==> src/verilog/core_pkg.sv <==
package core_pkg;

    ////////////////////
    // Sizes
    ////////////////////

    localparam int NUM_ARCH_REGS = 32;
    localparam int NUM_PHYS_REGS = 64;
    // One shift-add step per multiplier bit
    localparam int MULT_CYCLES   = 32;

    // Data word, also the raw instruction
    typedef logic [31:0]                      word_t;
    typedef logic [$clog2(NUM_ARCH_REGS)-1:0] arch_reg_t;
    typedef logic [$clog2(NUM_PHYS_REGS)-1:0] phys_tag_t;
    // ROB slot index at the default depth of 8
    typedef logic [2:0]                       rob_idx_t;

    ////////////////////
    // RV32 encodings
    ////////////////////

    localparam logic [6:0] OPC_RTYPE  = 7'b0110011;
    localparam logic [6:0] OPC_ITYPE  = 7'b0010011;

    localparam logic [2:0] F3_ADD_SUB = 3'b000;
    localparam logic [2:0] F3_XOR     = 3'b100;
    localparam logic [2:0] F3_OR      = 3'b110;
    localparam logic [2:0] F3_AND     = 3'b111;
    localparam logic [2:0] F3_MUL     = 3'b000;
    localparam logic [2:0] F3_ADDI    = 3'b000;

    localparam logic [6:0] F7_BASE    = 7'b0000000;
    localparam logic [6:0] F7_SUB     = 7'b0100000;
    // M extension
    localparam logic [6:0] F7_MULDIV  = 7'b0000001;

    // Decoded operation
    typedef enum logic [2:0] {
        OP_ADD,
        OP_SUB,
        OP_AND,
        OP_OR,
        OP_XOR,
        OP_MUL,
        OP_ADDI,
        OP_NONE
    } op_t;

    // Dispatch FSM
    typedef enum logic [0:0] {
        ST_IDLE,
        ST_MULT
    } ctrl_state_t;

endpackage

==> src/verilog/dispatch_ctrl.sv <==
`timescale 1ns/100ps

module dispatch_ctrl #(
    parameter int ROB_DEPTH = 8
) (
    input  logic clock,
    input  logic reset,
    input  logic instr_valid,
    input  logic is_mult,
    input  logic rob_full,
    input  logic mult_done,
    input  logic alu_done,
    output logic accept,
    output logic mult_start
);

    localparam int PEND_W = $clog2(ROB_DEPTH + 1);

    core_pkg::ctrl_state_t state;
    core_pkg::ctrl_state_t state_next;
    // Low in reset and the cycle after it
    logic                  run_en;
    // Accepted but not yet finished
    logic [PEND_W-1:0]     pending;

    // Consume the offered instruction only when idle and a slot is free
    assign accept = run_en && (state == core_pkg::ST_IDLE) && instr_valid
                    && !rob_full && (pending < PEND_W'(ROB_DEPTH));
    assign mult_start = accept && is_mult;

    ////////////////////
    // Next state
    ////////////////////

    always_comb begin
        state_next = state;
        case (state)
            core_pkg::ST_IDLE: begin
                // Block dispatch for the whole multiply
                if (mult_start) begin
                    state_next = core_pkg::ST_MULT;
                end
            end
            core_pkg::ST_MULT: begin
                if (mult_done) begin
                    state_next = core_pkg::ST_IDLE;
                end
            end
            default: state_next = core_pkg::ST_IDLE;
        endcase
    end

    always_ff @(posedge clock) begin
        if (reset) begin
            state   <= core_pkg::ST_IDLE;
            run_en  <= 1'b0;
            pending <= '0;
        end else begin
            state   <= state_next;
            run_en  <= 1'b1;
            // ALU work finishes in its accept cycle, so nets to zero
            pending <= pending + PEND_W'(accept) - PEND_W'(alu_done || mult_done);
        end
    end

endmodule

==> config.mk <==
export PLATFORM = sky130hd
export DESIGN_NAME = dispatch_ctrl
export DESIGN_NICKNAME = d
export VERILOG_FILES = /design/src/verilog/core_pkg.sv /design/src/verilog/dispatch_ctrl.sv
export SDC_FILE = /design/constraint.sdc
export NUM_CORES = 1
export LEC_CHECK = 0
export ABC_AREA = 1
export BUFFER_PORTS_ARGS = -buffer_cell sky130_fd_sc_hd__buf_2
export CORE_AREA = 2 2 39 41
export DETAILED_ROUTE_END_ITERATION = 10
export DIE_AREA = 0 0 41 43
export GPL_TIMING_DRIVEN = 0
export PLACE_DENSITY_LB_ADDON = 0.25
export SLEW_MARGIN = 10
export SYNTH_ARGS = -nofsm -noshare
export SYNTH_HDL_FRONTEND = slang
export SYNTH_SLANG_ARGS = --single-unit
==> constraint.sdc <==
create_clock -name clock -period 5 [get_ports clock]
set_input_delay 1 -clock clock [delete_from_list [all_inputs] [get_ports clock]]
set_output_delay 1 -clock clock [all_outputs]
set_load 0.05 [all_outputs]
==> results of run 1 <==
==> per-stage QoR <==
step                utilization  setup WS, ns
detailed placement       0.2848         2.142
floorplan                     -         1.255
CTS                      0.3011         2.142
global placement         0.2848         2.123
finish                   0.3011         2.148
global route             0.3011         2.110
==> worst max path at each step <==
stage / endpoint / slack [ns] / cells after the start
after floorplan: pending[2] / 1.25 / 6
after global placement: accept / 2.12 / 3
after detailed placement: accept / 2.14 / 3
after CTS: accept / 2.14 / 3
after global routing: accept / 2.11 / 3
final: accept / 2.15 / 3
==> kinds of logic after synthesis <==
kind of cell / Yosys count
buffers and inverters: 12
adders and majority gates: 5
xor gates and xnor gates: 1
and+or+nand+nor: 17
DFF: 6
AOI/OAI and AO/OA: 3
==> layer usage <==
layer	vias to the layer above	part of all wire	GRT usage
met4	0	0.028	0.1000
met1	131	0.49	0.1299
met2	6	0.44	0.1125
met3	2	0.035	0.04712
li1	156	-	-
met5	-	0	0
==> placed cells by master (no fill, tap or decap), drive strengths merged <==
master  count
a21oi       3
buf         8
clkbuf      3
dfxtp       6
fa          1
ha          4
inv        12
nand2       5
nand3       3
nor2        6
nor4        1
or2         2
xor2        1
==> power by group <==
| part | internal [W] | switching (W) | leakage [nW] |
|---|---|---|---|
| Combinational | 0.0000295 | 0.0000401 | 0.164 |
| Sequential | 0.0000602 | 0.00000846 | 0.0499 |
| Clock | 0.0000273 | 0.0000193 | 0.0138 |
| Total | 0.000117 | 0.0000678 | 0.228 |
==> Yosys cell counts <==
library cell and n:
a21oi_1 3, dfxtp_1 6, fa_1 1, ha_1 4
inv_1 12, nand2_1 5, nand3_1 3, nor2_1 6
nor4_1 1, or2_1 1, or2_2 1, xor2_1 1
==> sequential cells by signal (all words and copies together) (netlist names) <==
register and cells:
run_en 1, state 1, pending 4
==> critical path, delay by kind of cell <==
kind | cells | cell delay [ns]
and+or+nand+nor | 1 | 0.40
buffers and inverters | 2 | 0.44
==> area by class of cell <==
type	instances	area, um^2	share of cell area
tap	16	20.02	0.04805
timing repair buffer	8	40.04	0.09610
multi-input combinational	26	168.9	0.4054
inverter	12	45.04	0.1081
sequential	6	120.1	0.2883
clock buffer	3	22.52	0.05405
==> metrics.txt, run 1 <==
Placed Area between 300 and 400 um^2; final cell count without fillers 71; Synth top area share 0.3596; Fin. Hold Viols 0; total track usage 0.1007; outcome completed; dpl cells 68; crit-path max FO 2; Root Buffer clkbuf_4; pin count of the biggest net entering global routing 6; crit share post-route 0.5703; Mapped Area 334.1 um^2; Tmin final around 2.9 ns; Avg WL per Cell 8.563 um; DR vias 295; Hold Worst Slack about 0.54 ns; first drt pass iteration count 2; antenna cells 0; post-synthesis simple-gate area fraction 0.2247; layout cell share with drive strength beyond 1 0.2182; drc violations 0; count of cell types in the netlist 12; pwr dens about 440 nW/um^2; Die ar. approximately 1800 um^2; # port buffers 8; largest cells by area after synthesis dfxtp_1 (36%), ha_1 (15%), inv_1 (13%), nor2_1 (6.7%), fa_1 (6.0%); Crit. End Element output port; final instance area between 400 and 500 um^2; Max Freq between 300 and 400 MHz; Initial DRC Count 5; num ports 9; pins over their slew limit 0; FF-to-FF Start pending[3]; Core Box Area about 1400 um^2; Max-Cap Viols 0; Tot Pwr approximately 0.00018 W; clk_lat worst skew about 0.25 ns; CTS clk-pin slew, worst paths ~0.050 ns; worst reg2reg path depth 6; slowest CP cell nor4_1; CTS tree built; #FFs+latches synth 6; area grow syn2layout 24.72%; Worst Tran Pin Value 0.4021 ns; gpl congestion between 0.6 and 0.7; post-route ant nets 0; Synth Instances 44; vias in the first global route roughly 260; Top cell by count, worst path buf_2; Die X-Extent roughly 41 um; Slew headroom 0.7294; total congestion overflow 0; post-synthesis mux area share 0; r2r setup slk 3.27 ns; # rows 14; DR vias/cell roughly 4.2; arrival time worst endpoint 1.85 ns; Initial Utilization 0.2414; Min-Delay Path Class flop to flop; initial antenna violation count 0; leak pwr 0.2276 nW; Seq/Total Area, Yosys 0.3596; Critical Path Max Stage Delay approximately 0.4 ns; hold endpoint state; Critical Path RT about 4 ns; Post-CTS Setup Inserts 0; Synth Area per Inst 7.593 um^2; hold_buf cts 0; clock buffer depth 2; first-pass GRT wire length about 1.1 mm; Adder-Cell Fraction of Synth Area 0.2097; Worst VDD drop roughly 110 uV; Post-Synth XOR/XNOR Area 0.02622; WS Path Type input port to output port; main combinational cell family by area after synthesis simple AND/OR/NAND/NOR gates; H-Tree Depth 1; DP HPWL between 400 and 500 um; Crit. Startpoint rob_full; startpoint types input port; hold path depth 3; CTS resizes 0; YS warnings 0; fin nets 69; Filler cells roughly 160; Net Count, Synth 56; HP Start state; Final setup viols 0; Fin Setup TNS 0 ns; Worst Skew about 0.0017 ns; drt total wl 608 um; CTS buffer count 3; complex-gate fraction of the synthesized area 0.04494; unrepaired setup endpoints after global routing no; CP cell instances buf_2, nor4_1, buf_2; Die Ht ~43 um; Clock Sinks 6; Yosys top cell by area dfxtp_1; FF-to-FF End pending[2]
Power figures use the tool's default switching activity.
==> run 2, diff against run 1 <==
==> constraint.sdc (replaced) <==
create_clock -name clock -period 2.6 [get_ports clock]
set_input_delay 0.52 -clock clock [delete_from_list [all_inputs] [get_ports clock]]
set_output_delay 0.52 -clock clock [all_outputs]
set_load 0.05 [all_outputs]
==> run 2 against run 1 <==
Clock-buffer cell count unchanged. Power increased by 90%. Non-clock buffer count unchanged. Critical path depth increased by 6. Sequential share of layout area decreased by 0.43 points. Critical path type is now input port to flop. Critical endpoint is now pending[2]. Highest routed layer unchanged.
==> metrics.txt, run 2 (same netlist as run 1, synthesis figures left out) <==
Post-CTS Setup Inserts 0; post-route ant nets 0; Crit. End Element flop; Worst VDD drop between 400 and 500 uV; Max Freq about 530 MHz; CTS resizes 0; Worst Tran Pin Value 0.3216 ns; num ports 9; post-route setup slack roughly 0.70 ns; first drt pass iteration count 1; crit-path max FO 2; fin nets just under 70; Clock Sinks 6; initial antenna violation count 0; commonest cells after routing, fill and taps aside inv_1 (12), buf_2 (8), nor2_1 (6), dfxtp_1 (6), nand2_1 (5); hold_buf cts 0; Worst Skew approximately 0.0055 ns; total congestion overflow 0; Filler cells 150; pwr dens roughly 830 nW/um^2; DP HPWL roughly 470 um; Core Util, Final 0.3056; clk_lat worst skew between 0.2 and 0.25 ns; Final setup viols 0; Core Box Area approximately 1400 um^2; # port buffers 8; Die X-Extent slightly above 40 um; leak pwr ~0.23 nW; first-pass GRT wire length 959 um; drc violations 0; Root Buffer clkbuf_4; Fin Setup TNS 0 ns; DR vias/cell between 4 and 5; drt total wl between 500 and 600 um; WS Path Type input port to flop; CTS clk-pin slew, worst paths 0.05 ns; Initial Utilization 0.2414; dpl cells slightly below 70; Max-Cap Viols 0; antenna cells 0; max FFs per register 4; Slew headroom 0.7838; clock buffer depth 2; Tmin final approximately 1.9 ns; top flop regs pending x4, run_en x1, state x1; final cell count without fillers between 70 and 80; Initial DRC Count 0; Die ar. about 1800 um^2; unrepaired setup endpoints after global routing no; Reg with most FFs pending; Die Ht around 43 um; pins over their slew limit 0; gpl congestion 0.6935; area of the multi-input gates roughly 180 um^2; Min-Delay Path Class input port to flop; area grow syn2layout 26.59%; DR vias 290; startpoint types input port; H-Tree Depth 1; pin count of the biggest net entering global routing 6; CTS tree built; Critical Path RT around 2.7 ns; Fin. Hold Viols 0; vias in the first global route 273; Avg WL per Cell about 8.0 um; crit share post-route 0.7300; most common cell after layout, fill and taps aside inv_1; # rows 14; total track usage 0.08476; register area between 100 and 150 um^2; CTS buffer count 3; outcome completed; arrival time worst endpoint slightly above 2 ns; Setup Slack @ Placement between 0.4 and 0.5 ns; layout cell share with drive strength beyond 1 0.2364
## run 2: cell types whose count changed in the layout (fill, tap and decap cells not counted)
cell,before,now
nor4_2,0,1
nor4_1,1,0
## run 2: through the flow
step                      power (W)  hold WS, ns  instance area (um^2)
after detailed placement  0.0002686       0.5411                 400.4
after CTS                 0.0003578       0.4908                 422.9
after floorplan           0.0002410       0.5046                 340.3
after global placement    0.0002672       0.5342                 400.4
final                     0.0003510       0.4943                 422.9
after global routing      0.0003870       0.5079                 422.9
## run 2: worst paths after layout
path / from / slack, ns / to / cells past startpoint
setup / recovery: mult_done / 0.70 / pending[2] / 9
hold / removal: reset / 0.49 / pending[1] / 2
setup reg to reg: pending[3] / 0.92 / pending[2] / 6
hold reg to reg: state / 0.54 / state / 3
## run 2: cell type report
cell class,count,share of cell area
flip-flops and latches,6,0.2840
repair buffers,8,0.09467
well taps,16,0.04734
multi-input cells,26,0.4142
inverters,12,0.1065
clock buffers,3,0.05325
## run 2: where the power goes
group | switching, W | internal (W) | total [W]
clock | 0.0000342 | 0.0000523 | 0.0000865
combinational | 0.0000747 | 0.0000571 | 0.000132
sequential | 0.0000169 | 0.000116 | 0.000133
## run 2: metal layers
| metal | wire (um) | track usage | vias up |
|---|---|---|---|
| met5 | 0 | 0 | - |
| met4 | 14 | 0.04000 | 0 |
| met3 | 43 | 0.06283 | 2 |
| met2 | 253 | 0.1250 | 8 |
| met1 | 257 | 0.08497 | 124 |
| li1 | - | - | 156 |
## run 2: critical path, cell delays in order
cell,delay (ns)
buf_2,0.10
or2_2,0.29
ha_1,0.27
inv_1,0.05
ha_1,0.17
inv_1,0.06
fa_1,0.37
xor2_1,0.16
nor2_1,0.05
