==> config.mk <==
export PLATFORM = sky130hd
export DESIGN_NAME = exec_unit_flat
export DESIGN_NICKNAME = d
export VERILOG_FILES = /design/src/verilog/core_pkg.sv /design/src/verilog/rob_write_if.sv /design/src/verilog/exec_unit.sv /design/src/flat_wrapper.sv
export SDC_FILE = /design/constraint.sdc
export NUM_CORES = 2
export LEC_CHECK = 0
export BUFFER_PORTS_ARGS = -buffer_cell sky130_fd_sc_hd__buf_2
export CORE_UTILIZATION = 45
export CTS_CLUSTER_DIAMETER = 120
export CTS_CLUSTER_SIZE = 8
export DETAILED_ROUTE_END_ITERATION = 8
export PLACE_DENSITY = 0.64
export SLEW_MARGIN = 20
export SYNTH_ARGS = -nofsm -noshare
export SYNTH_HDL_FRONTEND = slang
export SYNTH_SLANG_ARGS = --single-unit
==> constraint.sdc <==
create_clock -name clock -period 17.05 [get_ports clock]
set_input_delay 2.5575 -clock clock [delete_from_list [all_inputs] [get_ports clock]]
set_output_delay 2.5575 -clock clock [all_outputs]
set_load 0.005 [all_outputs]
==> src/verilog/core_pkg.sv <==
package core_pkg;

    ////////////////////
    // Sizes
    ////////////////////

    localparam int NUM_ARCH_REGS = 32;
    localparam int NUM_PHYS_REGS = 64;
    // One shift-add step per multiplier bit
    localparam int MULT_CYCLES   = 32;

    // Data word, also the raw instruction
    typedef logic [31:0]                      word_t;
    typedef logic [$clog2(NUM_ARCH_REGS)-1:0] arch_reg_t;
    typedef logic [$clog2(NUM_PHYS_REGS)-1:0] phys_tag_t;
    // ROB slot index at the default depth of 8
    typedef logic [2:0]                       rob_idx_t;

    ////////////////////
    // RV32 encodings
    ////////////////////

    localparam logic [6:0] OPC_RTYPE  = 7'b0110011;
    localparam logic [6:0] OPC_ITYPE  = 7'b0010011;

    localparam logic [2:0] F3_ADD_SUB = 3'b000;
    localparam logic [2:0] F3_XOR     = 3'b100;
    localparam logic [2:0] F3_OR      = 3'b110;
    localparam logic [2:0] F3_AND     = 3'b111;
    localparam logic [2:0] F3_MUL     = 3'b000;
    localparam logic [2:0] F3_ADDI    = 3'b000;

    localparam logic [6:0] F7_BASE    = 7'b0000000;
    localparam logic [6:0] F7_SUB     = 7'b0100000;
    // M extension
    localparam logic [6:0] F7_MULDIV  = 7'b0000001;

    // Decoded operation
    typedef enum logic [2:0] {
        OP_ADD,
        OP_SUB,
        OP_AND,
        OP_OR,
        OP_XOR,
        OP_MUL,
        OP_ADDI,
        OP_NONE
    } op_t;

    // Dispatch FSM
    typedef enum logic [0:0] {
        ST_IDLE,
        ST_MULT
    } ctrl_state_t;

endpackage

==> src/verilog/rob_write_if.sv <==
`timescale 1ns/100ps

// Finished instruction, execution to ROB tail
interface rob_write_if;

    // One-cycle strobe, written at that edge
    logic                valid;
    core_pkg::arch_reg_t rd;
    logic                has_dest;
    core_pkg::phys_tag_t new_tag;
    // Previous mapping of rd, freed at retire
    core_pkg::phys_tag_t old_tag;
    core_pkg::word_t     result;

    // Execution side
    modport source (
        output valid, rd, has_dest, new_tag, old_tag, result
    );

    // Reorder buffer side
    modport sink (
        input valid, rd, has_dest, new_tag, old_tag, result
    );

endinterface

==> src/verilog/exec_unit.sv <==
`timescale 1ns/100ps

module exec_unit (
    input  logic                clock,
    input  logic                reset,
    input  logic                accept,
    input  core_pkg::op_t       op,
    input  core_pkg::phys_tag_t src1_tag,
    input  core_pkg::phys_tag_t src2_tag,
    input  core_pkg::word_t     imm,
    input  core_pkg::arch_reg_t rd,
    input  logic                has_dest,
    input  core_pkg::phys_tag_t new_tag,
    input  core_pkg::phys_tag_t old_tag,
    input  logic                mult_start,
    input  logic                mult_busy,
    input  logic                mult_done,
    output logic                alu_done,
    rob_write_if.source         rob_wr
);

    core_pkg::word_t     prf [core_pkg::NUM_PHYS_REGS];
    core_pkg::word_t     src1_val;
    core_pkg::word_t     src2_val;
    core_pkg::word_t     alu_result;

    // Multiplier operands, partial product and held destination
    core_pkg::word_t     m_cand;
    core_pkg::word_t     m_plier;
    core_pkg::word_t     m_acc;
    core_pkg::arch_reg_t m_rd;
    logic                m_has_dest;
    core_pkg::phys_tag_t m_new_tag;
    core_pkg::phys_tag_t m_old_tag;

    // No producer is ever outstanding at a read
    assign src1_val = prf[src1_tag];
    assign src2_val = prf[src2_tag];

    ////////////////////
    // ALU
    ////////////////////

    always_comb begin
        case (op)
            core_pkg::OP_ADD:  alu_result = src1_val + src2_val;
            core_pkg::OP_SUB:  alu_result = src1_val - src2_val;
            core_pkg::OP_AND:  alu_result = src1_val & src2_val;
            core_pkg::OP_OR:   alu_result = src1_val | src2_val;
            core_pkg::OP_XOR:  alu_result = src1_val ^ src2_val;
            core_pkg::OP_ADDI: alu_result = src1_val + imm;
            default:           alu_result = '0;
        endcase
    end

    // Everything but a multiply finishes at its accept edge
    assign alu_done = accept && (op != core_pkg::OP_MUL);

    ////////////////////
    // Shift-add multiplier
    ////////////////////

    always_ff @(posedge clock) begin
        if (mult_start) begin
            m_cand     <= src1_val;
            m_plier    <= src2_val;
            m_acc      <= '0;
            m_rd       <= rd;
            m_has_dest <= has_dest;
            m_new_tag  <= new_tag;
            m_old_tag  <= old_tag;
        end else if (mult_busy) begin
            if (m_plier[0]) begin
                m_acc <= m_acc + m_cand;
            end
            m_cand  <= m_cand << 1;
            m_plier <= m_plier >> 1;
        end
    end

    // Finish port, multiply result wins in its done cycle
    assign rob_wr.valid = alu_done || mult_done;

    always_comb begin
        if (mult_done) begin
            rob_wr.rd       = m_rd;
            rob_wr.has_dest = m_has_dest;
            rob_wr.new_tag  = m_new_tag;
            rob_wr.old_tag  = m_old_tag;
            rob_wr.result   = m_acc;
        end else begin
            rob_wr.rd       = rd;
            rob_wr.has_dest = has_dest;
            rob_wr.new_tag  = new_tag;
            rob_wr.old_tag  = old_tag;
            rob_wr.result   = alu_result;
        end
    end

    // PRF write at the finish edge
    always_ff @(posedge clock) begin
        if (reset) begin
            for (int i = 0; i < core_pkg::NUM_PHYS_REGS; i++) begin
                prf[i] <= '0;
            end
        end else if (rob_wr.valid && rob_wr.has_dest) begin
            prf[rob_wr.new_tag] <= rob_wr.result;
        end
    end

endmodule

==> src/flat_wrapper.sv <==
// flat-port wrapper written by rule: the top's interface ports become plain ports
module exec_unit_flat 
  (clock, reset, accept, op, src1_tag, src2_tag, imm, rd, has_dest, new_tag, old_tag, mult_start, mult_busy, mult_done, alu_done, rob_wr_valid, rob_wr_rd, rob_wr_has_dest, rob_wr_new_tag, rob_wr_old_tag, rob_wr_result);
  rob_write_if rob_wr_i ();
  input  logic clock;
  input  logic reset;
  input  logic accept;
  input  core_pkg::op_t op;
  input  core_pkg::phys_tag_t src1_tag;
  input  core_pkg::phys_tag_t src2_tag;
  input  core_pkg::word_t imm;
  input  core_pkg::arch_reg_t rd;
  input  logic has_dest;
  input  core_pkg::phys_tag_t new_tag;
  input  core_pkg::phys_tag_t old_tag;
  input  logic mult_start;
  input  logic mult_busy;
  input  logic mult_done;
  output logic alu_done;
  output wire logic [$bits(rob_wr_i.valid)-1:0] rob_wr_valid;
  output wire logic [$bits(rob_wr_i.rd)-1:0] rob_wr_rd;
  output wire logic [$bits(rob_wr_i.has_dest)-1:0] rob_wr_has_dest;
  output wire logic [$bits(rob_wr_i.new_tag)-1:0] rob_wr_new_tag;
  output wire logic [$bits(rob_wr_i.old_tag)-1:0] rob_wr_old_tag;
  output wire logic [$bits(rob_wr_i.result)-1:0] rob_wr_result;
  assign rob_wr_valid = rob_wr_i.valid;
  assign rob_wr_rd = rob_wr_i.rd;
  assign rob_wr_has_dest = rob_wr_i.has_dest;
  assign rob_wr_new_tag = rob_wr_i.new_tag;
  assign rob_wr_old_tag = rob_wr_i.old_tag;
  assign rob_wr_result = rob_wr_i.result;
  exec_unit u_core (.clock(clock), .reset(reset), .accept(accept), .op(op), .src1_tag(src1_tag), .src2_tag(src2_tag), .imm(imm), .rd(rd), .has_dest(has_dest), .new_tag(new_tag), .old_tag(old_tag), .mult_start(mult_start), .mult_busy(mult_busy), .mult_done(mult_done), .alu_done(alu_done), .rob_wr(rob_wr_i));
endmodule
==> impl_results.md <==
* Total Nets Final at 8,092
* Clock root cell: clkbuf_16
* Clk buf depth at 4
* Initial Util at 45.3%
* Status: completed
* Register area share after synthesis at 56.1%
* Worst slew pin tran at 1.22 ns
* Final setup fails at 0
* Leakage at 43.8 nW
* Iteration count of the initial detailed-routing pass at 9
* Fraction of registers with async set/reset at 0%
* First-pass GRT wire length at 645,000 um
* Crit. End Element: output pin
* Max-cap violations at 0
* Die area at 258,000 um2
* Clock period minus worst slack at 13.87 ns
* Pwr dens at 111 nW/um2
* Setup slack after layout at 3.18 ns
* Critical path launch point type: primary input
* Routed vias/inst at 7.23
* Internal reg-to-reg setup slack at 8.13 ns
* Placer Congestion at 0.983
* Post-route DRC at 0
* Post-synth EDFFs at 2,130
* Top_reg_cell synth: edfxtp_1
* RSZ-0062 raised after global routing: false
* Synth cell types at 92
* Total grt overflow at 0
* Worst reg2reg path startpoint: u_core.prf[17][0]
* Number of top-level pins at 123
* Htree depth at 5
* Max Clock Skew at 0.0792 ns
* Synthesis-to-finish area growth at 11.2%
* CP Class: primary input to output pin
* WP data arrival at 11.31 ns
* CP startpoint: src2_tag[0]
* Share of layout cells above drive strength 1 at 28.6%
* Final period utilization at 81.3%
* Clk sinks at 2,162
* Die X-Extent at 508 um
* WL final at 475,000 um
* Largest area contributor in the netlist: edfxtp_1
* Post-route ant nets at 0
* Post-Syn Instances at 7,972
* CTS tree: built
* Mean Syn Cell Area at 14.4 um2
* Largest cells by area after synthesis: edfxtp_1 (56%), mux4_2 (23%), nor2_1 (6.9%)
* Number of global-route vias before repair at 79,000
* Most frequent CP cell: nand2_1
* Area fraction of the dominant cell type after synthesis at 55.6%
* Crit-path max FO at 65
* Fmax at 72.1 MHz
* Clock Latency Late Sink at 1.01 ns
* Post-CTS Setup Bufs at 0
* Core Rows at 185
* Synth Cell Area at 115,000 um2
* Input/output buffers at 122
* Largest net degree at the start of global routing at 96
* Vias at 81,700
* Count of final hold-check violations at 0
* DR iter-0 viols at 15,600
* CP max-delay cell: o211ai_1
* Gr usage total at 36.6%
* Worst relative slew slack at 19.0%
* Critical Path RT at 14.49 ns
* Start point of the worst hold path: u_core.m_acc[29]
* DP HPWL at 291,000 um
* VDD IR-drop max at 0.0982 mV
* Final Max Slew Viols at 0
* Clock transition at the registers of the reported paths at 0.05 ns
* Post-synthesis net count at 8,178
* Placeable Area at 254,000 um2
* WL/cell at 42.0 um
* Post-CTS Resized at 0
* Yosys Warn Count at 0
* Max stage delay on crit path at 1.03 ns
* Initial antenna violation count at 23
* #FFs+latches synth at 2,162
* Fin Setup TNS at 0 ns
* Die Ht at 508 um
* CTS Buf Count at 320
* Hold-fix buffers, CTS at 0
* Place WS at 2.67 ns
* Hold Path Class: register to register
==> logic make-up (layout without fill, tap and decap cells) <==
logic type / count (synthesis) / count (layout) / share of synthesized area [%]
muxes: 1361 / 1361 / 25.0
xor gates and xnor gates: 76 / 76 / 0.578
other: 0 / 11 / 0
and+or+nand+nor: 2674 / 2674 / 9.62
adders and majority gates: 135 / 135 / 1.48
DFF: 2162 / 2162 / 56.1
AOI/OAI and AO/OA: 628 / 628 / 3.70
buffers and inverters: 936 / 888 / 3.55
==> critical path, delay by kind of cell <==
kind	cells	cell delay, ns
AOI/OAI and AO/OA	8	3.26
buffers and inverters	5	2.17
and+or+nand+nor	7	1.42
muxes	2	1.10
adders and majority gates	1	0.30
xor gates and xnor gates	2	0.15
==> power by group <==
part	switching, W	internal [W]	leakage [nW]
clock	0.00229	0.00333	4.06
combinational	0.00165	0.000778	17.4
sequential	0.000122	0.00607	22.3
==> layer usage <==
layer | global-route usage [%] | up-vias | part of all wire, %
li1 | - | 30300 | -
met1 | 44.0 | 41500 | 31
met2 | 53.3 | 8130 | 43
met3 | 13.6 | 1815 | 16
met4 | 28.6 | 18 | 9.6
met5 | 0 | - | 0.028
==> cells in the final DEF, fill, tap and decap left out, types with 37 or more instances in the layout <==
cell type	n
buf_2	112
nor2_4	49
nand2_1	176
nor2_1	2123
o21ai_0	69
mux4_2	1179
xnor2_1	59
a21o_1	37
clkbuf_16	323
buf_4	273
o22ai_1	63
a21oi_1	137
nand3_1	39
inv_1	118
ha_1	133
mux2_2	88
mux2i_1	78
a22oi_1	97
edfxtp_1	2130
nand2_2	63
==> per-stage QoR <==
stage	hold slack (ns)	cells	utilization [%]	area (um2)	power, W
final	0.491	11300	50.3	128000	0.0142
after global routing	0.530	11300	50.3	128000	0.0145
after CTS	0.492	11300	50.3	128000	0.0141
after detailed placement	0.484	10900	47.1	120000	0.00861
after global placement	0.481	10900	47.1	120000	0.00858
after floorplan	0.449	7972	-	115000	0.00762
==> worst paths after layout <==
check | endpoint | depth (start not counted)
max | rob_wr_result[28] | 25
min | u_core.m_acc[29] | 2
max reg2reg | u_core.prf[57][31] | 27
min reg2reg | u_core.m_acc[29] | 2
==> sequential cells by signal, summed over array words and instances (netlist names) <==
name and cells:
u_core.m_rd 5, u_core.prf 2048, u_core.m_has_dest 1, u_core.m_old_tag 6, u_core.m_acc 32, u_core.m_cand 32, u_core.m_new_tag 6, u_core.m_plier 32
==> cell type report <==
class                      instances  area, um2
sequential                      2162      64600
clock buffer                     351       8190
inverter                         123        463
tap                             3366       4210
timing repair buffer             405       2970
multi-input combinational       4874      47400
antenna                           11       27.5
clock inverter                     9       93.8
fill                           21100     126000
==> cells in the mapped netlist (all sizes together), types with 10 or more instances <==
cell     number
a211oi       22
a21o         38
a21oi       140
a221oi       32
a22o         13
a22oi       102
a2bb2oi      20
a31oi        24
and2         12
and3         12
buf         273
clkbuf      540
dfxtp        32
edfxtp     2130
ha          133
inv         122
mux2         88
mux2i        79
mux4       1194
nand2       241
nand2b       85
nand3        39
nor2       2175
nor2b        24
nor3         28
o211ai       16
o21ai        79
o21bai       10
o221ai       14
o22ai        63
or2          15
xnor2        59
xor2         17
Power figures use the tool's default switching activity.
