## src/verilog/core_pkg.sv

```systemverilog
package core_pkg;

    ////////////////////
    // Sizes
    ////////////////////

    localparam int NUM_ARCH_REGS = 32;
    localparam int NUM_PHYS_REGS = 64;
    // One shift-add step per multiplier bit
    localparam int MULT_CYCLES   = 32;

    // Data word, also the raw instruction
    typedef logic [31:0]                      word_t;
    typedef logic [$clog2(NUM_ARCH_REGS)-1:0] arch_reg_t;
    typedef logic [$clog2(NUM_PHYS_REGS)-1:0] phys_tag_t;
    // ROB slot index at the default depth of 8
    typedef logic [2:0]                       rob_idx_t;

    ////////////////////
    // RV32 encodings
    ////////////////////

    localparam logic [6:0] OPC_RTYPE  = 7'b0110011;
    localparam logic [6:0] OPC_ITYPE  = 7'b0010011;

    localparam logic [2:0] F3_ADD_SUB = 3'b000;
    localparam logic [2:0] F3_XOR     = 3'b100;
    localparam logic [2:0] F3_OR      = 3'b110;
    localparam logic [2:0] F3_AND     = 3'b111;
    localparam logic [2:0] F3_MUL     = 3'b000;
    localparam logic [2:0] F3_ADDI    = 3'b000;

    localparam logic [6:0] F7_BASE    = 7'b0000000;
    localparam logic [6:0] F7_SUB     = 7'b0100000;
    // M extension
    localparam logic [6:0] F7_MULDIV  = 7'b0000001;

    // Decoded operation
    typedef enum logic [2:0] {
        OP_ADD,
        OP_SUB,
        OP_AND,
        OP_OR,
        OP_XOR,
        OP_MUL,
        OP_ADDI,
        OP_NONE
    } op_t;

    // Dispatch FSM
    typedef enum logic [0:0] {
        ST_IDLE,
        ST_MULT
    } ctrl_state_t;

endpackage

```

## src/verilog/mult_counter.sv

```systemverilog
`timescale 1ns/100ps

module mult_counter (
    input  logic clock,
    input  logic reset,
    input  logic mult_start,
    output logic mult_busy,
    output logic mult_done
);

    localparam int CNT_W = $clog2(core_pkg::MULT_CYCLES + 1);

    // Shift-add steps still to go
    logic [CNT_W-1:0] count;

    // One multiplier step per busy cycle
    assign mult_busy = (count != '0);

    always_ff @(posedge clock) begin
        if (reset) begin
            count     <= '0;
            mult_done <= 1'b0;
        end else begin
            // Pulse in the cycle after the last step
            mult_done <= (count == CNT_W'(1));
            if (mult_start) begin
                count <= CNT_W'(core_pkg::MULT_CYCLES);
            end else if (mult_busy) begin
                count <= count - 1'b1;
            end
        end
    end

endmodule

```

## config.mk

```make
export PLATFORM = sky130hd
export DESIGN_NAME = mult_counter
export DESIGN_NICKNAME = d
export VERILOG_FILES = /design/src/verilog/core_pkg.sv /design/src/verilog/mult_counter.sv
export SDC_FILE = /design/constraint.sdc
export NUM_CORES = 1
export LEC_CHECK = 0
export BUFFER_PORTS_ARGS = -buffer_cell sky130_fd_sc_hd__buf_2
export CELL_PAD_IN_SITES_DETAIL_PLACEMENT = 1
export CELL_PAD_IN_SITES_GLOBAL_PLACEMENT = 2
export CORE_AREA = 2 2 39 41
export DETAILED_ROUTE_END_ITERATION = 7
export DIE_AREA = 0 0 41 43
export GPL_ROUTABILITY_DRIVEN = 0
export GPL_TIMING_DRIVEN = 1
export PLACE_DENSITY_LB_ADDON = 0.12
export SLEW_MARGIN = 20
export SYNTH_ARGS = -nofsm -noshare
export SYNTH_HDL_FRONTEND = slang
export SYNTH_SLANG_ARGS = --single-unit
```

## constraint.sdc

```tcl
create_clock -name clock -period 3.2 [get_ports clock]
set_clock_uncertainty 0.1 [all_clocks]
set_input_delay 0.48 -clock clock [delete_from_list [all_inputs] [get_ports clock]]
set_output_delay 0.48 -clock clock [all_outputs]
set_load 0.005 [all_outputs]
```

==> results.txt, run 1 <==
- Combinational family with the most area after synthesis: simple AND/OR/NAND/NOR gates
- Synth Area in Simple Gates: 28.14%
- Number of nets produced by synthesis: 41
* Starting Density: 26.67%
- Number of distinct library cells after synthesis: 20
- Summing the areas of all compound-gate instances in the mapped netlist gives 13.56% of the synthesized area.
* Floorplan die width: 41 um
- The setup path with the least slack is of type flip-flop to output pin.
- Hold WC Path Type: input port to flip-flop
- Number of antenna cells inserted: 0
* Power density cells: 740.8 nW/um2
- In this run, placement finished with an instance count of 55.
- Post-CTS Repair Setup Buffers: 0
- Across every metal layer, demand over resource in global routing totals 11.04%.
- The floorplan has 14 rows.
* Pin count of the biggest net entering global routing: 6
- The worst setup path is launched from a flip-flop.
- Data on the critical path is required at its endpoint by 2.62 ns.
- Vias in the first global route: 261
- Number of H-tree levels: 1
* Buffers on Ports: 4
- In the final routing, the length of wire on met1 measures 358 um.
- Summing the areas of all xor and xnor instances in the mapped netlist gives 7.119% of the synthesized area.
- First-pass GRT wire length: 1207 um
- Dividing the detail-routed wire length by the instance count gives 12.93 um.
* Top layer used by detailed routing: met4
* Area share of the largest cell type after synthesis: 37.97%
- Die area: 1763 um2
- Antenna-violating nets left: 0
- MaxCap Viol Count: 0
* Slew Viols, Final: 0
* Total clock buffers created by CTS: 3
- Register area share after synthesis: 37.97%
- The first detailed-routing pass took 2 iterations.
- For this run, design rule violations remaining after detail routing come to 0.
* Clock transition at the register clock pins on the worst setup and hold paths after CTS: 0.06 ns
* I/O pin count: 5
* Die Ht: 43 um
* CTS tree: built
* Result of the run: complete, no violations
* # resized after CTS: 0
* Hold Vio Cnt, Final: 0
- Of all nets on the critical path, the largest fanout is 5.
- For this design the static power due to leakage is 0.1710 nW.
* Cell accounting for the most synthesized area: sky130_fd_sc_hd__dfxtp_1
* Unrepaired setup endpoints after global routing: false
- At the later pin of the worst-skew pair, clock insertion delay measures 0.26 ns.
- Core ar.: 1384 um2
- Initial antenna violation count: 0
- Yosys printed 0 warnings.
- Hold WS: 0.2963 ns
- Remaining global-route overflow: 0
- Synth-to-layout area growth: 17.97%
* Post-synthesis register bit count: 7
- Of the post-synthesis cell area, the part taken by muxes is 0%.
- Number of nets at the end of the flow: 50
- The cell area that synthesis handed to floorplanning was 369.1 um2.
- Fill cells in the final layout number 166.
- The worst setup path is captured at an output pin.
* Worst IR drop on VDD: 0.0002272 V
- Half-perimeter wire length of the detailed placement result: 570.8 um
- After detailed routing, the met2 layer carries 362 um of wire.
- In the final layout, the share of cells above drive strength 1 is 34.88%.
* CTS max path bufs: 2
* Final Setup Violations: 0
* Setup TNS after final layout: 0 ns
- Dividing the detail-routed via count by the number of cells gives 4.627.
- Number of hold buffers added after cts: 0
- Minimum clock period after layout: 2.029 ns
* Actual transition at the worst max-transition pin: 0.3688 ns
* Most common cell after layout, fill and taps aside: sky130_fd_sc_hd__dfxtp_1
- CTS Root Cell: sky130_fd_sc_hd__clkbuf_4
- Non-filler instance count after layout: 59
- After synthesis, the cell types taking the most area are sky130_fd_sc_hd__dfxtp_1, sky130_fd_sc_hd__ha_1, sky130_fd_sc_hd__xnor2_1, sky130_fd_sc_hd__nor4_4, sky130_fd_sc_hd__nor3_1.
* Number of vias after detailed routing: 273
- Post-Synthesis Cells: 35
- The top cell types in the final layout, fill and taps aside, are sky130_fd_sc_hd__dfxtp_1, sky130_fd_sc_hd__buf_2.
* Peak clock frequency supported by timing: 492.9 MHz
- After the first detailed-routing iteration, the DRC count stood at 4.
* Synthesized-area fraction occupied by adder cells: 10.17%
- Post-synthesis average cell area: 10.55 um2
- The tree built by TritonCTS fans out to 7 sinks.
* Worst Path Arrival: 1.45 ns
- Max-Slew Margin vs Limit: 75.23%
- Wire segments on met3 add up to 26 um in the final route.
- Routed WL: 763 um
- The final critical path takes up 63.40% of the cycle.
Yosys cell counts, drive strengths merged:
master / n
dfxtp: 7
nor3: 4
ha: 3
inv: 3
xnor2: 3
a21oi: 2
nor2: 2
nor3b: 2
a211oi: 1
a21bo: 1
a21boi: 1
a31oi: 1
and2: 1
and3b: 1
nand3: 1
nor4: 1
or2: 1
kinds of logic (layout without fill, tap and decap cells):
logic type,after synthesis,in the layout
adder cells (fa/ha/maj),3,3
AND/OR/NAND/NOR,13,13
buffers and inverters,3,11
flip-flops,7,7
XOR/XNOR,3,3
AO/OA/AOI/OAI,6,6
registers in the layout, indices dropped and copies added, names as in the netlist:
register,count
mult_done,1
count,6
cell type report:
| cell class | count | area, um2 | area share (%) |
|---|---|---|---|
| Clock buffer | 4 | 26.28 | 6.034 |
| Inverter | 3 | 11.26 | 2.586 |
| Multi-Input combinational cell | 25 | 217.7 | 50.00 |
| Sequential cell | 7 | 140.1 | 32.18 |
| Tap cell | 16 | 20.02 | 4.598 |
| Timing Repair Buffer | 4 | 20.02 | 4.598 |
path summary, 6_finish.rpt:
check / endpoint / depth (start not counted) / from / slack (ns)
max: mult_busy / 4 / count[3] / 1.17
min: count[5] / 2 / reset / 0.30
max reg2reg: count[4] / 5 / count[0] / 1.81
min reg2reg: count[1] / 2 / count[1] / 0.48
per-layer routing:
metal	global-route usage, %	vias up
met5	0	-
met4	8.000	0
met3	4.712	2
met2	14.37	4
met1	13.83	129
li1	-	138
stage by stage:
step                      cell area, um2  util [%]  total power (W)  setup WS [ns]
after detailed placement           409.1     29.57        0.0002387          1.461
final                              435.4     31.46        0.0003226          1.171
after CTS                          435.4     31.46        0.0003257          1.158
after floorplan                    369.1         -        0.0002113          1.655
after global routing               435.4     31.46        0.0003458          1.077
after global placement             409.1     29.57        0.0002371          1.472
power by group:
part	switching (W)	internal, W	total [W]
registers	0.0000165	0.000101	0.000117
clock network	0.0000369	0.0000479	0.0000848
logic	0.0000601	0.0000605	0.000121
total	0.000113	0.000209	0.000323
critical path, stage by stage (launching register included):
cell                      delay (ns)
sky130_fd_sc_hd__dfxtp_1        0.37
sky130_fd_sc_hd__nor4_4         0.43
sky130_fd_sc_hd__and2_4         0.24
sky130_fd_sc_hd__inv_1          0.04
sky130_fd_sc_hd__buf_2          0.12
(Power assumes the default switching activity.)
==> run 2, diff against run 1 <==
- clock period: 3.2 -> 2 ns (I/O delays scaled with it)
==> run 2 against run 1 <==
- combinational power up 57%
- design area unchanged
- global-route usage up 0.41 points
- first-iteration DRC count unchanged
- flip-flop and latch count unchanged
- worst hold slack worse by 0.17 ns
- die area unchanged
- largest power group unchanged
==> results.txt, run 2 (same netlist as run 1, synthesis figures left out) <==
- During I/O placement, the number of pins put on the boundary was 5.
- The max-slew violation count came to 0.
- Actual transition at the worst max-transition pin: 0.3867 ns
- The via count of the first global-routing pass is 280.
- Worst IR drop on VDD: 0.0003430 V
- The critical path is of the flip-flop to output pin type.
- Routed WL: 717 um
- For this design, the sink count on the clock tree is 7.
- Die area: 1763 um2
- The number of antenna diodes in the final layout is 0.
* Critical Path Source: count[2]
- The total overflow left after global routing is 0.
- Once the clock tree was built, the setup fixing pass inserted 0 buffers.
- The tree is rooted in a sky130_fd_sc_hd__clkbuf_4.
- In this run the tightest slew margin relative to its limit is 74.03%.
* Pin count of the biggest net entering global routing: 6
* CTS max path bufs: 2
- Die Ht: 43 um
- Setup repair after global routing left no endpoint under its margin.
- Core ar.: 1384 um2
* Number of nets at the end of the flow: 50
- The worst hold path belongs to the class input port to flip-flop.
- Routed WL per cell: 12.15 um
* First-pass DRT Iterations: 2
- Sort of element at the start of the critical path: flip-flop
- Starting Density: 26.67%
- Fin area: 435.4 um2
* Crit Reg-Reg Startpoint: count[0]
- Across the run, the number of max-cap violations was 0.
- Final period utilization: 92.99%
- Most common cell after layout, fill and taps aside: sky130_fd_sc_hd__dfxtp_1
- Final Setup Violations: 0
- Maximum fanout count along the critical path: 5
- Setup TNS after final layout: 0 ns
- Detailed routing inserted a total of 280 vias.
- Endpoint of the most critical setup path: mult_busy
- The placed instances occupy a cell area of 409.1 um2.
- The register with the most flip-flops in the layout has 6 of them.
- Endpoint kind of the worst setup timing path: output pin
- Buffers on Ports: 4
- Fraction of final layout cells sized beyond drive strength 1: 34.88%
- Regs by FF count: count x6, mult_done x1
* Routed vias/inst: 4.746
* Largest Register: count
* Floorplan die width: 41 um
* Total clock buffers created by CTS: 3
- Summed over all cells, the static leakage comes to 0.1710 nW.
- Worst Path Arrival: 1.46 ns
- After the flow finishes, the layout carries non-filler instances totaling 59.
* Synth-to-layout area growth: 17.97%
* Number of design rule violations left after detail routing: 0
- In this run, placement finished with an instance count of 55.
* First-pass GRT wire length: 1262 um
- For this run, the total global-route usage over all layers was measured as 11.46%.
- Site row count: 14
- Clk_lat worst skew: 0.25 ns
- Minimum clock period after layout: 1.860 ns
- Derived from the worst setup path, the maximum achievable clock frequency is 537.7 MHz.
- Clock transition at the register clock pins on the worst setup and hold paths after CTS: 0.05 ns
- At the worst endpoint, the required time is 1.60 ns.
* Half-perimeter wire length of the detailed placement result: 576.3 um
- The library cells used most frequently in the layout, excluding fill and tap cells, are sky130_fd_sc_hd__dfxtp_1, sky130_fd_sc_hd__buf_2.
- TritonCTS built the clock tree.
- Antenna-violating nets left: 0
- Across all register-to-register paths, the minimum setup slack is 0.66 ns.
- # resized after CTS: 0
* Power density cells: 1171 nW/um2
* Reg2Reg Capture Point: count[1]
- Counting cells, the worst reg-to-reg path comes to 4.
- The detailed router finished its first iteration with 4 violations.
- The total count of hold-check failures in the final report came to 0.
* Number of H-tree levels: 1
- After clock tree synthesis, the flow added hold-fix buffers numbering 0.
- The initial antenna violation count is 0.
- Result of the run: complete, no violations
-- run 2: worst min-delay path by stage --
stage | from | endpoint | slack [ns] | depth (start not counted)
2_1_floorplan | reset | count[5] | 0.27 | 1
3_3_place_gp | reset | count[5] | 0.38 | 2
3_5_place_dp | reset | count[5] | 0.39 | 2
4_1_cts | reset | count[5] | 0.12 | 2
5_1_grt | reset | count[5] | 0.14 | 2
6_report | reset | count[5] | 0.13 | 2
-- run 2: final cells by class --
type | count | area [um2]
multi-input cells | 25 | 217.7
flip-flops and latches | 7 | 140.1
fillers | 160 | 948.4
clock buffers | 4 | 26.28
repair buffers | 4 | 20.02
inverters | 3 | 11.26
well taps | 16 | 20.02
-- run 2: per-stage QoR --
stage / worst slack (ns) / hold slack [ns] / total power [W] / utilization (%)
2_1_floorplan: 0.6351 / 0.2691 / 0.0003381 / -
3_3_place_gp: 0.4267 / 0.3768 / 0.0003789 / 29.57
3_5_place_dp: 0.4079 / 0.3931 / 0.0003842 / 29.57
4_1_cts: 0.1294 / 0.1217 / 0.0005185 / 31.46
5_1_grt: 0.05733 / 0.1395 / 0.0005517 / 31.46
6_report: 0.1402 / 0.1274 / 0.0005097 / 31.46
-- run 2: worst max-delay path, cell delays in order (launching register included) --
cell and delay (ns):
sky130_fd_sc_hd__dfxtp_1 0.37, sky130_fd_sc_hd__nor4_4 0.43, sky130_fd_sc_hd__and2_4 0.25, sky130_fd_sc_hd__inv_1 0.04
sky130_fd_sc_hd__buf_2 0.12
-- run 2: power by group --
part           internal [W]  switching [W]
Combinational     0.0000963      0.0000936
Clock             0.0000764      0.0000562
Sequential         0.000161      0.0000260
Total              0.000334       0.000176
-- run 2: metal layers --
| layer | vias to the layer above | part of all wire [%] | global-route usage (%) |
|---|---|---|---|
| met2 | 4 | 48 | 15.94 |
| met4 | 0 | 4.7 | 10.00 |
| met3 | 4 | 3.5 | 4.712 |
| met1 | 134 | 44 | 12.58 |
| met5 | - | 0 | 0 |
| li1 | 138 | - | - |
