File: src/verilog/core_pkg.sv
package core_pkg;

    ////////////////////
    // Sizes
    ////////////////////

    localparam int NUM_ARCH_REGS = 32;
    localparam int NUM_PHYS_REGS = 64;
    // One shift-add step per multiplier bit
    localparam int MULT_CYCLES   = 32;

    // Data word, also the raw instruction
    typedef logic [31:0]                      word_t;
    typedef logic [$clog2(NUM_ARCH_REGS)-1:0] arch_reg_t;
    typedef logic [$clog2(NUM_PHYS_REGS)-1:0] phys_tag_t;
    // ROB slot index at the default depth of 8
    typedef logic [2:0]                       rob_idx_t;

    ////////////////////
    // RV32 encodings
    ////////////////////

    localparam logic [6:0] OPC_RTYPE  = 7'b0110011;
    localparam logic [6:0] OPC_ITYPE  = 7'b0010011;

    localparam logic [2:0] F3_ADD_SUB = 3'b000;
    localparam logic [2:0] F3_XOR     = 3'b100;
    localparam logic [2:0] F3_OR      = 3'b110;
    localparam logic [2:0] F3_AND     = 3'b111;
    localparam logic [2:0] F3_MUL     = 3'b000;
    localparam logic [2:0] F3_ADDI    = 3'b000;

    localparam logic [6:0] F7_BASE    = 7'b0000000;
    localparam logic [6:0] F7_SUB     = 7'b0100000;
    // M extension
    localparam logic [6:0] F7_MULDIV  = 7'b0000001;

    // Decoded operation
    typedef enum logic [2:0] {
        OP_ADD,
        OP_SUB,
        OP_AND,
        OP_OR,
        OP_XOR,
        OP_MUL,
        OP_ADDI,
        OP_NONE
    } op_t;

    // Dispatch FSM
    typedef enum logic [0:0] {
        ST_IDLE,
        ST_MULT
    } ctrl_state_t;

endpackage

File: src/verilog/rob_write_if.sv
`timescale 1ns/100ps

// Finished instruction, execution to ROB tail
interface rob_write_if;

    // One-cycle strobe, written at that edge
    logic                valid;
    core_pkg::arch_reg_t rd;
    logic                has_dest;
    core_pkg::phys_tag_t new_tag;
    // Previous mapping of rd, freed at retire
    core_pkg::phys_tag_t old_tag;
    core_pkg::word_t     result;

    // Execution side
    modport source (
        output valid, rd, has_dest, new_tag, old_tag, result
    );

    // Reorder buffer side
    modport sink (
        input valid, rd, has_dest, new_tag, old_tag, result
    );

endinterface

File: src/verilog/reorder_buffer.sv
`timescale 1ns/100ps

module reorder_buffer #(
    parameter int ROB_DEPTH = 8
) (
    input  logic                clock,
    input  logic                reset,
    rob_write_if.sink           rob_wr,
    output logic                rob_full,
    output logic                free_valid,
    output core_pkg::phys_tag_t free_tag,
    output logic                commit_valid,
    output core_pkg::arch_reg_t commit_rd,
    output logic                commit_has_dest,
    output core_pkg::word_t     commit_data
);

    localparam int CNT_W = $clog2(ROB_DEPTH + 1);

    // Slot index sized by the depth
    typedef logic [$clog2(ROB_DEPTH)-1:0] rob_idx_t;

    core_pkg::arch_reg_t entry_rd       [ROB_DEPTH];
    logic                entry_has_dest [ROB_DEPTH];
    core_pkg::phys_tag_t entry_old_tag  [ROB_DEPTH];
    core_pkg::word_t     entry_result   [ROB_DEPTH];

    rob_idx_t            head;
    rob_idx_t            tail;
    logic [CNT_W-1:0]    count;
    logic                retire;

    // Oldest entry leaves every cycle it is present
    assign retire = (count != '0);

    // A multiply in flight blocks dispatch, so its reserved slot stays free
    assign rob_full = (count == CNT_W'(ROB_DEPTH));

    // Old tag back to the free list at the retire edge
    assign free_valid = retire && entry_has_dest[head];
    assign free_tag   = entry_old_tag[head];

    // Tail write
    always_ff @(posedge clock) begin
        if (rob_wr.valid) begin
            entry_rd[tail]       <= rob_wr.rd;
            entry_has_dest[tail] <= rob_wr.has_dest;
            entry_old_tag[tail]  <= rob_wr.old_tag;
            entry_result[tail]   <= rob_wr.result;
        end
    end

    ////////////////////
    // Pointers and commit
    ////////////////////

    always_ff @(posedge clock) begin
        if (reset) begin
            head         <= '0;
            tail         <= '0;
            count        <= '0;
            commit_valid <= 1'b0;
        end else begin
            commit_valid <= retire;
            if (rob_wr.valid) begin
                tail <= tail + 1'b1;
            end
            if (retire) begin
                head <= head + 1'b1;
            end
            count <= count + CNT_W'(rob_wr.valid) - CNT_W'(retire);
        end
    end

    // Commit payload, qualified by commit_valid
    always_ff @(posedge clock) begin
        if (retire) begin
            commit_rd       <= entry_rd[head];
            commit_has_dest <= entry_has_dest[head];
            commit_data     <= entry_result[head];
        end
    end

endmodule

File: src/flat_wrapper.sv
// flat-port wrapper written by rule: the top's interface ports become plain ports
module reorder_buffer_flat 
#(
    parameter int ROB_DEPTH = 8
)
  (clock, reset, rob_full, free_valid, free_tag, commit_valid, commit_rd, commit_has_dest, commit_data, rob_wr_valid, rob_wr_rd, rob_wr_has_dest, rob_wr_new_tag, rob_wr_old_tag, rob_wr_result);
  rob_write_if rob_wr_i ();
  input  logic clock;
  input  logic reset;
  output logic rob_full;
  output logic free_valid;
  output core_pkg::phys_tag_t free_tag;
  output logic commit_valid;
  output core_pkg::arch_reg_t commit_rd;
  output logic commit_has_dest;
  output core_pkg::word_t commit_data;
  input wire logic [$bits(rob_wr_i.valid)-1:0] rob_wr_valid;
  input wire logic [$bits(rob_wr_i.rd)-1:0] rob_wr_rd;
  input wire logic [$bits(rob_wr_i.has_dest)-1:0] rob_wr_has_dest;
  input wire logic [$bits(rob_wr_i.new_tag)-1:0] rob_wr_new_tag;
  input wire logic [$bits(rob_wr_i.old_tag)-1:0] rob_wr_old_tag;
  input wire logic [$bits(rob_wr_i.result)-1:0] rob_wr_result;
  assign rob_wr_i.valid = rob_wr_valid;
  assign rob_wr_i.rd = rob_wr_rd;
  assign rob_wr_i.has_dest = rob_wr_has_dest;
  assign rob_wr_i.new_tag = rob_wr_new_tag;
  assign rob_wr_i.old_tag = rob_wr_old_tag;
  assign rob_wr_i.result = rob_wr_result;
  reorder_buffer #(.ROB_DEPTH(ROB_DEPTH)) u_core (.clock(clock), .reset(reset), .rob_wr(rob_wr_i), .rob_full(rob_full), .free_valid(free_valid), .free_tag(free_tag), .commit_valid(commit_valid), .commit_rd(commit_rd), .commit_has_dest(commit_has_dest), .commit_data(commit_data));
endmodule
File: config.mk
export PLATFORM = sky130hd
export DESIGN_NAME = reorder_buffer_flat
export DESIGN_NICKNAME = d
export VERILOG_FILES = /design/src/verilog/core_pkg.sv /design/src/verilog/rob_write_if.sv /design/src/verilog/reorder_buffer.sv /design/src/flat_wrapper.sv
export SDC_FILE = /design/constraint.sdc
export NUM_CORES = 1
export LEC_CHECK = 0
export BUFFER_PORTS_ARGS = -buffer_cell sky130_fd_sc_hd__buf_4
export CORE_ASPECT_RATIO = 0.5
export CORE_MARGIN = 4
export CORE_UTILIZATION = 60
export DETAILED_ROUTE_END_ITERATION = 7
export PLACE_DENSITY = 0.79
export SLEW_MARGIN = 0
export SYNTH_ARGS = -nofsm -noshare
export SYNTH_HDL_FRONTEND = slang
export SYNTH_SLANG_ARGS = --single-unit
File: constraint.sdc
create_clock -name clock -period 8.7 [get_ports clock]
set_input_delay 1.305 -clock clock [delete_from_list [all_inputs] [get_ports clock]]
set_output_delay 1.305 -clock clock [all_outputs]
set_load 0.02 [all_outputs]
==> results of run 1 <==
-- cells in the mapped netlist (2+ instances only) --
cell type	number	share of area, %
a21oi_1	3	0.10
and3_1	2	0.083
buf_1	2	0.050
buf_2	7	0.23
buf_6	7	0.52
clkbuf_1	10	0.25
dfxtp_1	14	1.9
edfxtp_1	390	78
ha_1	8	0.67
inv_1	9	0.22
mux2_2	46	3.4
mux2i_1	3	0.20
mux4_2	85	13
nand2_1	3	0.075
nand2b_1	6	0.25
nor2_1	15	0.37
nor2b_1	3	0.12
nor3_1	3	0.10
xor2_1	3	0.17
-- cells by family after synthesis --
kind of cell,count (synthesis),share of synthesized area [%]
AOI/OAI and AO/OA,7,0.283
xor gates and xnor gates,3,0.175
adders and majority gates,9,0.799
buffers and inverters,35,1.28
DFF,404,79.7
muxes,135,16.5
and+or+nand+nor,35,1.17
-- worst min-delay path, stage by stage, from the launching register on --
cell and delay [ns]:
dfxtp_1 0.34, nand2b_1 0.08, a21oi_1 0.06
-- cells in the final DEF, fill, tap and decap left out, types with 8 or more instances in the layout --
cell,count
dfxtp_1,11
edfxtp_1,390
nor2_1,9
clkinv_1,8
ha_1,8
clkbuf_16,37
inv_1,8
mux2_2,46
buf_4,106
mux4_2,85
-- state kept, by name, summed over array words and instances (netlist names), named ones only --
signal and count:
u_core.commit_rd 5, u_core.entry_result 256, u_core.commit_has_dest 1, u_core.count 4, u_core.head 3, u_core.entry_has_dest 8, u_core.tail 3, u_core.commit_valid 1
u_core.entry_old_tag 48, u_core.commit_data 32, u_core.entry_rd 40
-- cell type report --
class                   count  area share (%)
multi-input cells         189            16.8
inverters                   9           0.195
flip-flops and latches    404            69.3
clock buffers              46            5.71
clock inverters            16            1.00
repair buffers            106            4.59
well taps                 336            2.43
-- routing by layer --
metal  track usage, %  vias up
li1                 -     2852
met1             28.4     3490
met2             35.6      202
met3             4.10       35
met4             3.99        0
met5                0        -
-- power breakdown --
| group | internal (mW) | total (mW) | switching [mW] |
|---|---|---|---|
| sequential | 2.34 | 2.52 | 0.179 |
| clock | 0.921 | 1.57 | 0.650 |
| combinational | 0.591 | 1.11 | 0.517 |
| total | 3.86 | 5.20 | 1.35 |
-- stage by stage --
step	power (mW)	hold slack [ns]	util (%)	cells	instance area [µm²]
after global routing	5.43	0.548	71.2	1106	17300
after floorplan	3.30	0.475	-	628	15000
final	5.20	0.513	71.2	1106	17300
after detailed placement	3.68	0.501	66.4	1044	16200
after global placement	3.65	0.484	66.4	1044	16200
after CTS	5.25	0.509	71.2	1106	17300
-- how the worst min path moves through the flow --
| stage | start | to |
|---|---|---|
| after floorplan | u_core.tail[0]$_SDFFE_PP0P_ | u_core.tail[0]$_SDFFE_PP0P_ |
| after global placement | u_core.tail[0]$_SDFFE_PP0P_ | u_core.tail[0]$_SDFFE_PP0P_ |
| after detailed placement | u_core.tail[0]$_SDFFE_PP0P_ | u_core.tail[0]$_SDFFE_PP0P_ |
| after CTS | u_core.tail[0]$_SDFFE_PP0P_ | u_core.tail[0]$_SDFFE_PP0P_ |
| after global routing | u_core.tail[0]$_SDFFE_PP0P_ | u_core.tail[0]$_SDFFE_PP0P_ |
| final | u_core.tail[0]$_SDFFE_PP0P_ | u_core.tail[0]$_SDFFE_PP0P_ |
==> results.tsv, run 1 <==
metric	value	unit
number of enable flip-flop cells after synthesis	390	
worst skew pair latency	0.52	ns
global-route usage over all layers	20.7	%
distinct cell type count after synthesis	28	
remaining antenna violation count	0	
met2 wire length	14.8	mm
fmax	250	MHz
ANT cells	0	
CTS Buf Count	36	
H-tree depth	2	
global-route wire length before repair	42.8	mm
core footprint	24300	µm²
Final Max Tran Viols	0	
WS Path Type	reg2out	
I/O pin cnt	100	
share of cells above drive strength 1	38.7	%
Fin. Hold Viols	0	
Critical Path Stages	4	
Yosys warnings	0	
slew margin rel.	22.1	%
initial antenna violation count	0	
worst setup slack after placement	5.31	ns
worst-path maximum fanout	17	
Crit Reg-Reg Endpoint	u_core.commit_data[11]$_DFFE_PN_	
Initial DRT Pass Iterations	5	
wl on met1	11.3	mm
die height	120	µm
Final setup viols	0	
worst setup path end	free_valid	
RSZ-0062 raised after global routing	false	
MaxCap Viol Count	0	
clk buf depth	3	
Core Rows	40	
worst r2r path cells	3	
VDD IR max	0.149	mV
DR WL met3	1.58	mm
die area	27800	µm²
CTS clk-pin slew, worst paths	0.07	ns
dpl hpwl	14.4	mm
global route total overflow	0	
Tightest Pin Transition	1.17	ns
power density of the placed cells	300	nW/µm²
PortBufs	93	
vias in the first global route	7124	
CTS tree	yes	
Fillers	1376	
cts hold-fix bufs	0	
crit-path cells	nor2b_1, a2111oi_0, nor4_1, buf_4	
Cell Area, Synth	15000	µm²
status	completed	
critical path required time	7.39	ns
Critical Path Source Type	flip-flop	
area of the multi-input gates	2910	µm²
hold depth	2	
clock sink count	404	
fin crit share	45.9	%
Seq/Total Area, Yosys	79.7	%
initial core utilization	61.8	%
Worst R2R Setup Slack	5.93	ns
Post-synth ARST share	0	%
Final GP Congestion	0.707	
skew final	0.0215	ns
largest net degree at the start of global routing	77	
Worst Path Arrival	2.69	ns
routed wire length per instance	25.3	µm
WP buf/inv	1	
final worst slack	4.71	ns
r2r startpoint	u_core.head[0]$_SDFFE_PP0N_	
PostCTS Resize Cnt	0	
Vias/cell	5.95	
via count	6579	
Root Buffer Master	clkbuf_16	
critical path's top delay family	flip-flops	
CP max stage cell	dfxtp_1	
Top Metal Used	met4	
residual DRC count	0	
post-CTS setup buffers	0	
syn_area_per_cell	23.9	µm²
Nets	808	
die width	232	µm
HP Class	reg2reg	
setup_tns	0	ns
top_reg_cell synth	edfxtp_1	
Tmin final	3.99	ns
synthesis-to-layout area growth	15.2	%
Largest stage delay, worst path	1.02	ns
storage element area	12000	µm²
Leakage	5.65	nW
Yosys reg bits	404	
Post-Synthesis Cells	628	
CP Capture Type	output port	
iteration-0 DRC count of the detailed router	686	
Synthesized Nets	690	
Post-Route WL	28.0	mm
No activity file was read; power rests on OpenSTA's default activity.
==> inputs of run 2 (changes only) <==
--- a/config.mk
+++ b/config.mk
@@ -8,9 +8,9 @@
 export BUFFER_PORTS_ARGS = -buffer_cell sky130_fd_sc_hd__buf_4
 export CORE_ASPECT_RATIO = 0.5
 export CORE_MARGIN = 4
-export CORE_UTILIZATION = 60
+export CORE_UTILIZATION = 54
 export DETAILED_ROUTE_END_ITERATION = 7
-export PLACE_DENSITY = 0.79
+export PLACE_DENSITY = 0.75
 export SLEW_MARGIN = 0
 export SYNTH_ARGS = -nofsm -noshare
 export SYNTH_HDL_FRONTEND = slang
==> constraint.sdc (replaced) <==
create_clock -name clock -period 3.5 [get_ports clock]
set_input_delay 0.525 -clock clock [delete_from_list [all_inputs] [get_ports clock]]
set_output_delay 0.525 -clock clock [all_outputs]
set_load 0.02 [all_outputs]
==> run 2 against run 1 <==
Effect of this change:
- register-to-register slack got worse by 4.8 ns
- setup slack got worse by 3.9 ns
- final cell count rose by 3.9%
- clock power rose by 140%
- clock-buffer cell count rose by 2
- die area rose by 11%
- non-clock buffer count rose by 6
- combinational power rose to 2.6 times the previous value
- sequential cell count did not move
- highest routed layer unchanged
==> results.tsv, run 2 (synthesis results as in run 1) <==
metric	value	unit	change
global-route usage over all layers	18.6	%	-2.0 points
fin crit share	77.0	%	
Post-Route WL	27.8	mm	-0.64%
Final GP Congestion	0.730		+3.2%
most frequent cells in the layout	edfxtp_1 (390), buf_4 (104), mux4_2 (85)		
Core Rows	42		+5.0%
worst skew pair latency	0.51	ns	about the same
r2r startpoint	u_core.count[2]$_SDFF_PP0_		
WP buf/inv	1		unchanged
setup_tns	0	ns	unchanged
HP Start	rob_wr_result[16]		
largest register by flop count	u_core.entry_result		
Leakage	5.67	nW	+0.35%
remaining antenna violation count	0		unchanged
Final Max Tran Viols	0		unchanged
RSZ-0062 raised after global routing	false		
CTS Buf Count	36		unchanged
Clock Power Share	29.4	%	-0.8 points
Tmin final	2.69	ns	
Largest stage delay, worst path	0.77	ns	-0.25 ns
initial core utilization	55.9	%	-5.9 points
die area	30700	µm²	+11%
crit-path cells	mux4_2, mux2_2, buf_4		
I/O pin cnt	100		unchanged
Fin. Hold Viols	0		unchanged
initial antenna violation count	0		unchanged
VDD IR max	0.360	mV	+140%
commonest non-fill, non-tap cell in the layout	edfxtp_1		
Tightest Pin Transition	0.763	ns	-0.406 ns
PortBufs	93		unchanged
final worst slack	0.806	ns	-3.90 ns
CTS tree	yes		
fmax	371	MHz	
dpl hpwl	15.2	mm	+5.9%
cts hold-fix bufs	0		unchanged
Worst R2R Setup Slack	1.11	ns	-4.82 ns
core footprint	26900	µm²	+11%
global route total overflow	0		unchanged
slew margin rel.	49.2	%	+27 points
vias in the first global route	7110		-0.20%
area of the multi-input gates	2920	µm²	+0.43%
Fillers	1702		+24%
Critical Path Stages	3		-1
H-tree depth	2		unchanged
post-CTS setup buffers	0		unchanged
worst-path maximum fanout	16		-1
skew final	0.0114	ns	-0.0101 ns
Root Buffer Master	clkbuf_16		
CP max stage cell	dfxtp_1		
Internal	9.48	mW	+150%
PostCTS Resize Cnt	0		unchanged
WS Path Type	reg2out		
HP Class	in2reg		
power share of the combinational group	22.7	%	+1.4 points
synthesis-to-layout area growth	16.2	%	
routed wire length per instance	24.2	µm	-4.4%
Critical Path Source Type	flip-flop		
Final setup viols	0		unchanged
largest net degree at the start of global routing	41		-47%
clock sink count	404		unchanged
smallest hold slack	0.240	ns	-0.273 ns
critical path required time	2.97	ns	-4.42 ns
critical path's top delay family	flip-flops		
die width	244	µm	+5.2%
residual DRC count	0		unchanged
Nets	814		+0.74%
via count	6685		+1.6%
Worst Path Arrival	2.17	ns	-0.52 ns
iteration-0 DRC count of the detailed router	671		-2.2%
Finished Cell Area	17500	µm²	+0.87%
Crit Reg-Reg Endpoint	u_core.count[3]$_SDFF_PP0_		
worst r2r path cells	10		+7
Flop pwr share	47.9	%	-0.6 points
status	completed		
global-route wire length before repair	43.1	mm	+0.79%
power density of the placed cells	735	nW/µm²	+140%
hold depth	1		-1
Initial DRT Pass Iterations	5		unchanged
switching pwr	3.36	mW	+150%
placed inst area	16400	µm²	+1.3%
Vias/cell	5.82		-2.2%
top flop regs	u_core.entry_result (256), u_core.entry_old_tag (48), u_core.entry_rd (40)		
CP Capture Type	output port		
CTS clk-pin slew, worst paths	0.07	ns	about the same
die height	126	µm	+5.0%
worst setup path end	free_tag[0]		
share of cells above drive strength 1	38.7	%	about the same
worst setup slack after placement	1.13	ns	-4.18 ns
MaxCap Viol Count	0		unchanged
ANT cells	0		unchanged
Sw Share	26.2	%	+0.30 points
max reg flops	256		unchanged
clk buf depth	3		unchanged
storage element area	12000	µm²	unchanged
## run 2: worst min path at each step
| stage | end | slack [ns] |
|---|---|---|
| finish | u_core.entry_result[2][16]$_DFFE_PP_ | 0.24 |
| CTS | u_core.entry_result[5][16]$_DFFE_PP_ | 0.22 |
| floorplan | u_core.tail[0]$_SDFFE_PP0P_ | 0.47 |
| detailed placement | u_core.tail[0]$_SDFFE_PP0P_ | 0.53 |
| global placement | u_core.tail[0]$_SDFFE_PP0P_ | 0.48 |
| global route | u_core.entry_result[4][17]$_DFFE_PP_ | 0.22 |
## run 2: final cells by class
cell class | instances | area share (%)
timing repair buffer | 112 | 5.38
inverter | 9 | 0.193
clock inverter | 13 | 0.637
clock buffer | 48 | 5.71
sequential | 404 | 68.7
tap | 374 | 2.68
multi-input combinational | 189 | 16.7
## run 2: power by group through the flow
| stage | Sequential, mW | Combinational [mW] | Clock, mW |
|---|---|---|---|
| after detailed placement | 6.26 | 2.95 | 0 |
| after CTS | 6.16 | 2.98 | 3.84 |
| after floorplan | 6.35 | 1.86 | 0 |
| after global routing | 6.20 | 3.15 | 4.09 |
| final | 6.15 | 2.92 | 3.77 |
| after global placement | 6.24 | 2.91 | 0 |
## run 2: through the flow
| step | cells | util (%) | power [mW] |
|---|---|---|---|
| floorplan | 628 | - | 8.21 |
| global placement | 1088 | 60.8 | 9.15 |
| detailed placement | 1088 | 60.8 | 9.21 |
| CTS | 1149 | 64.9 | 13.0 |
| global route | 1149 | 64.9 | 13.4 |
| finish | 1149 | 64.9 | 12.8 |
## run 2: per-layer routing
metal | vias to the layer above | GRT usage [%] | wire length [µm]
met2 | 217 | 30.8 | 14100
met1 | 3552 | 25.7 | 11400
met3 | 44 | 3.93 | 1720
met5 | - | 0 | 0
met4 | 0 | 5.36 | 558
li1 | 2872 | - | -
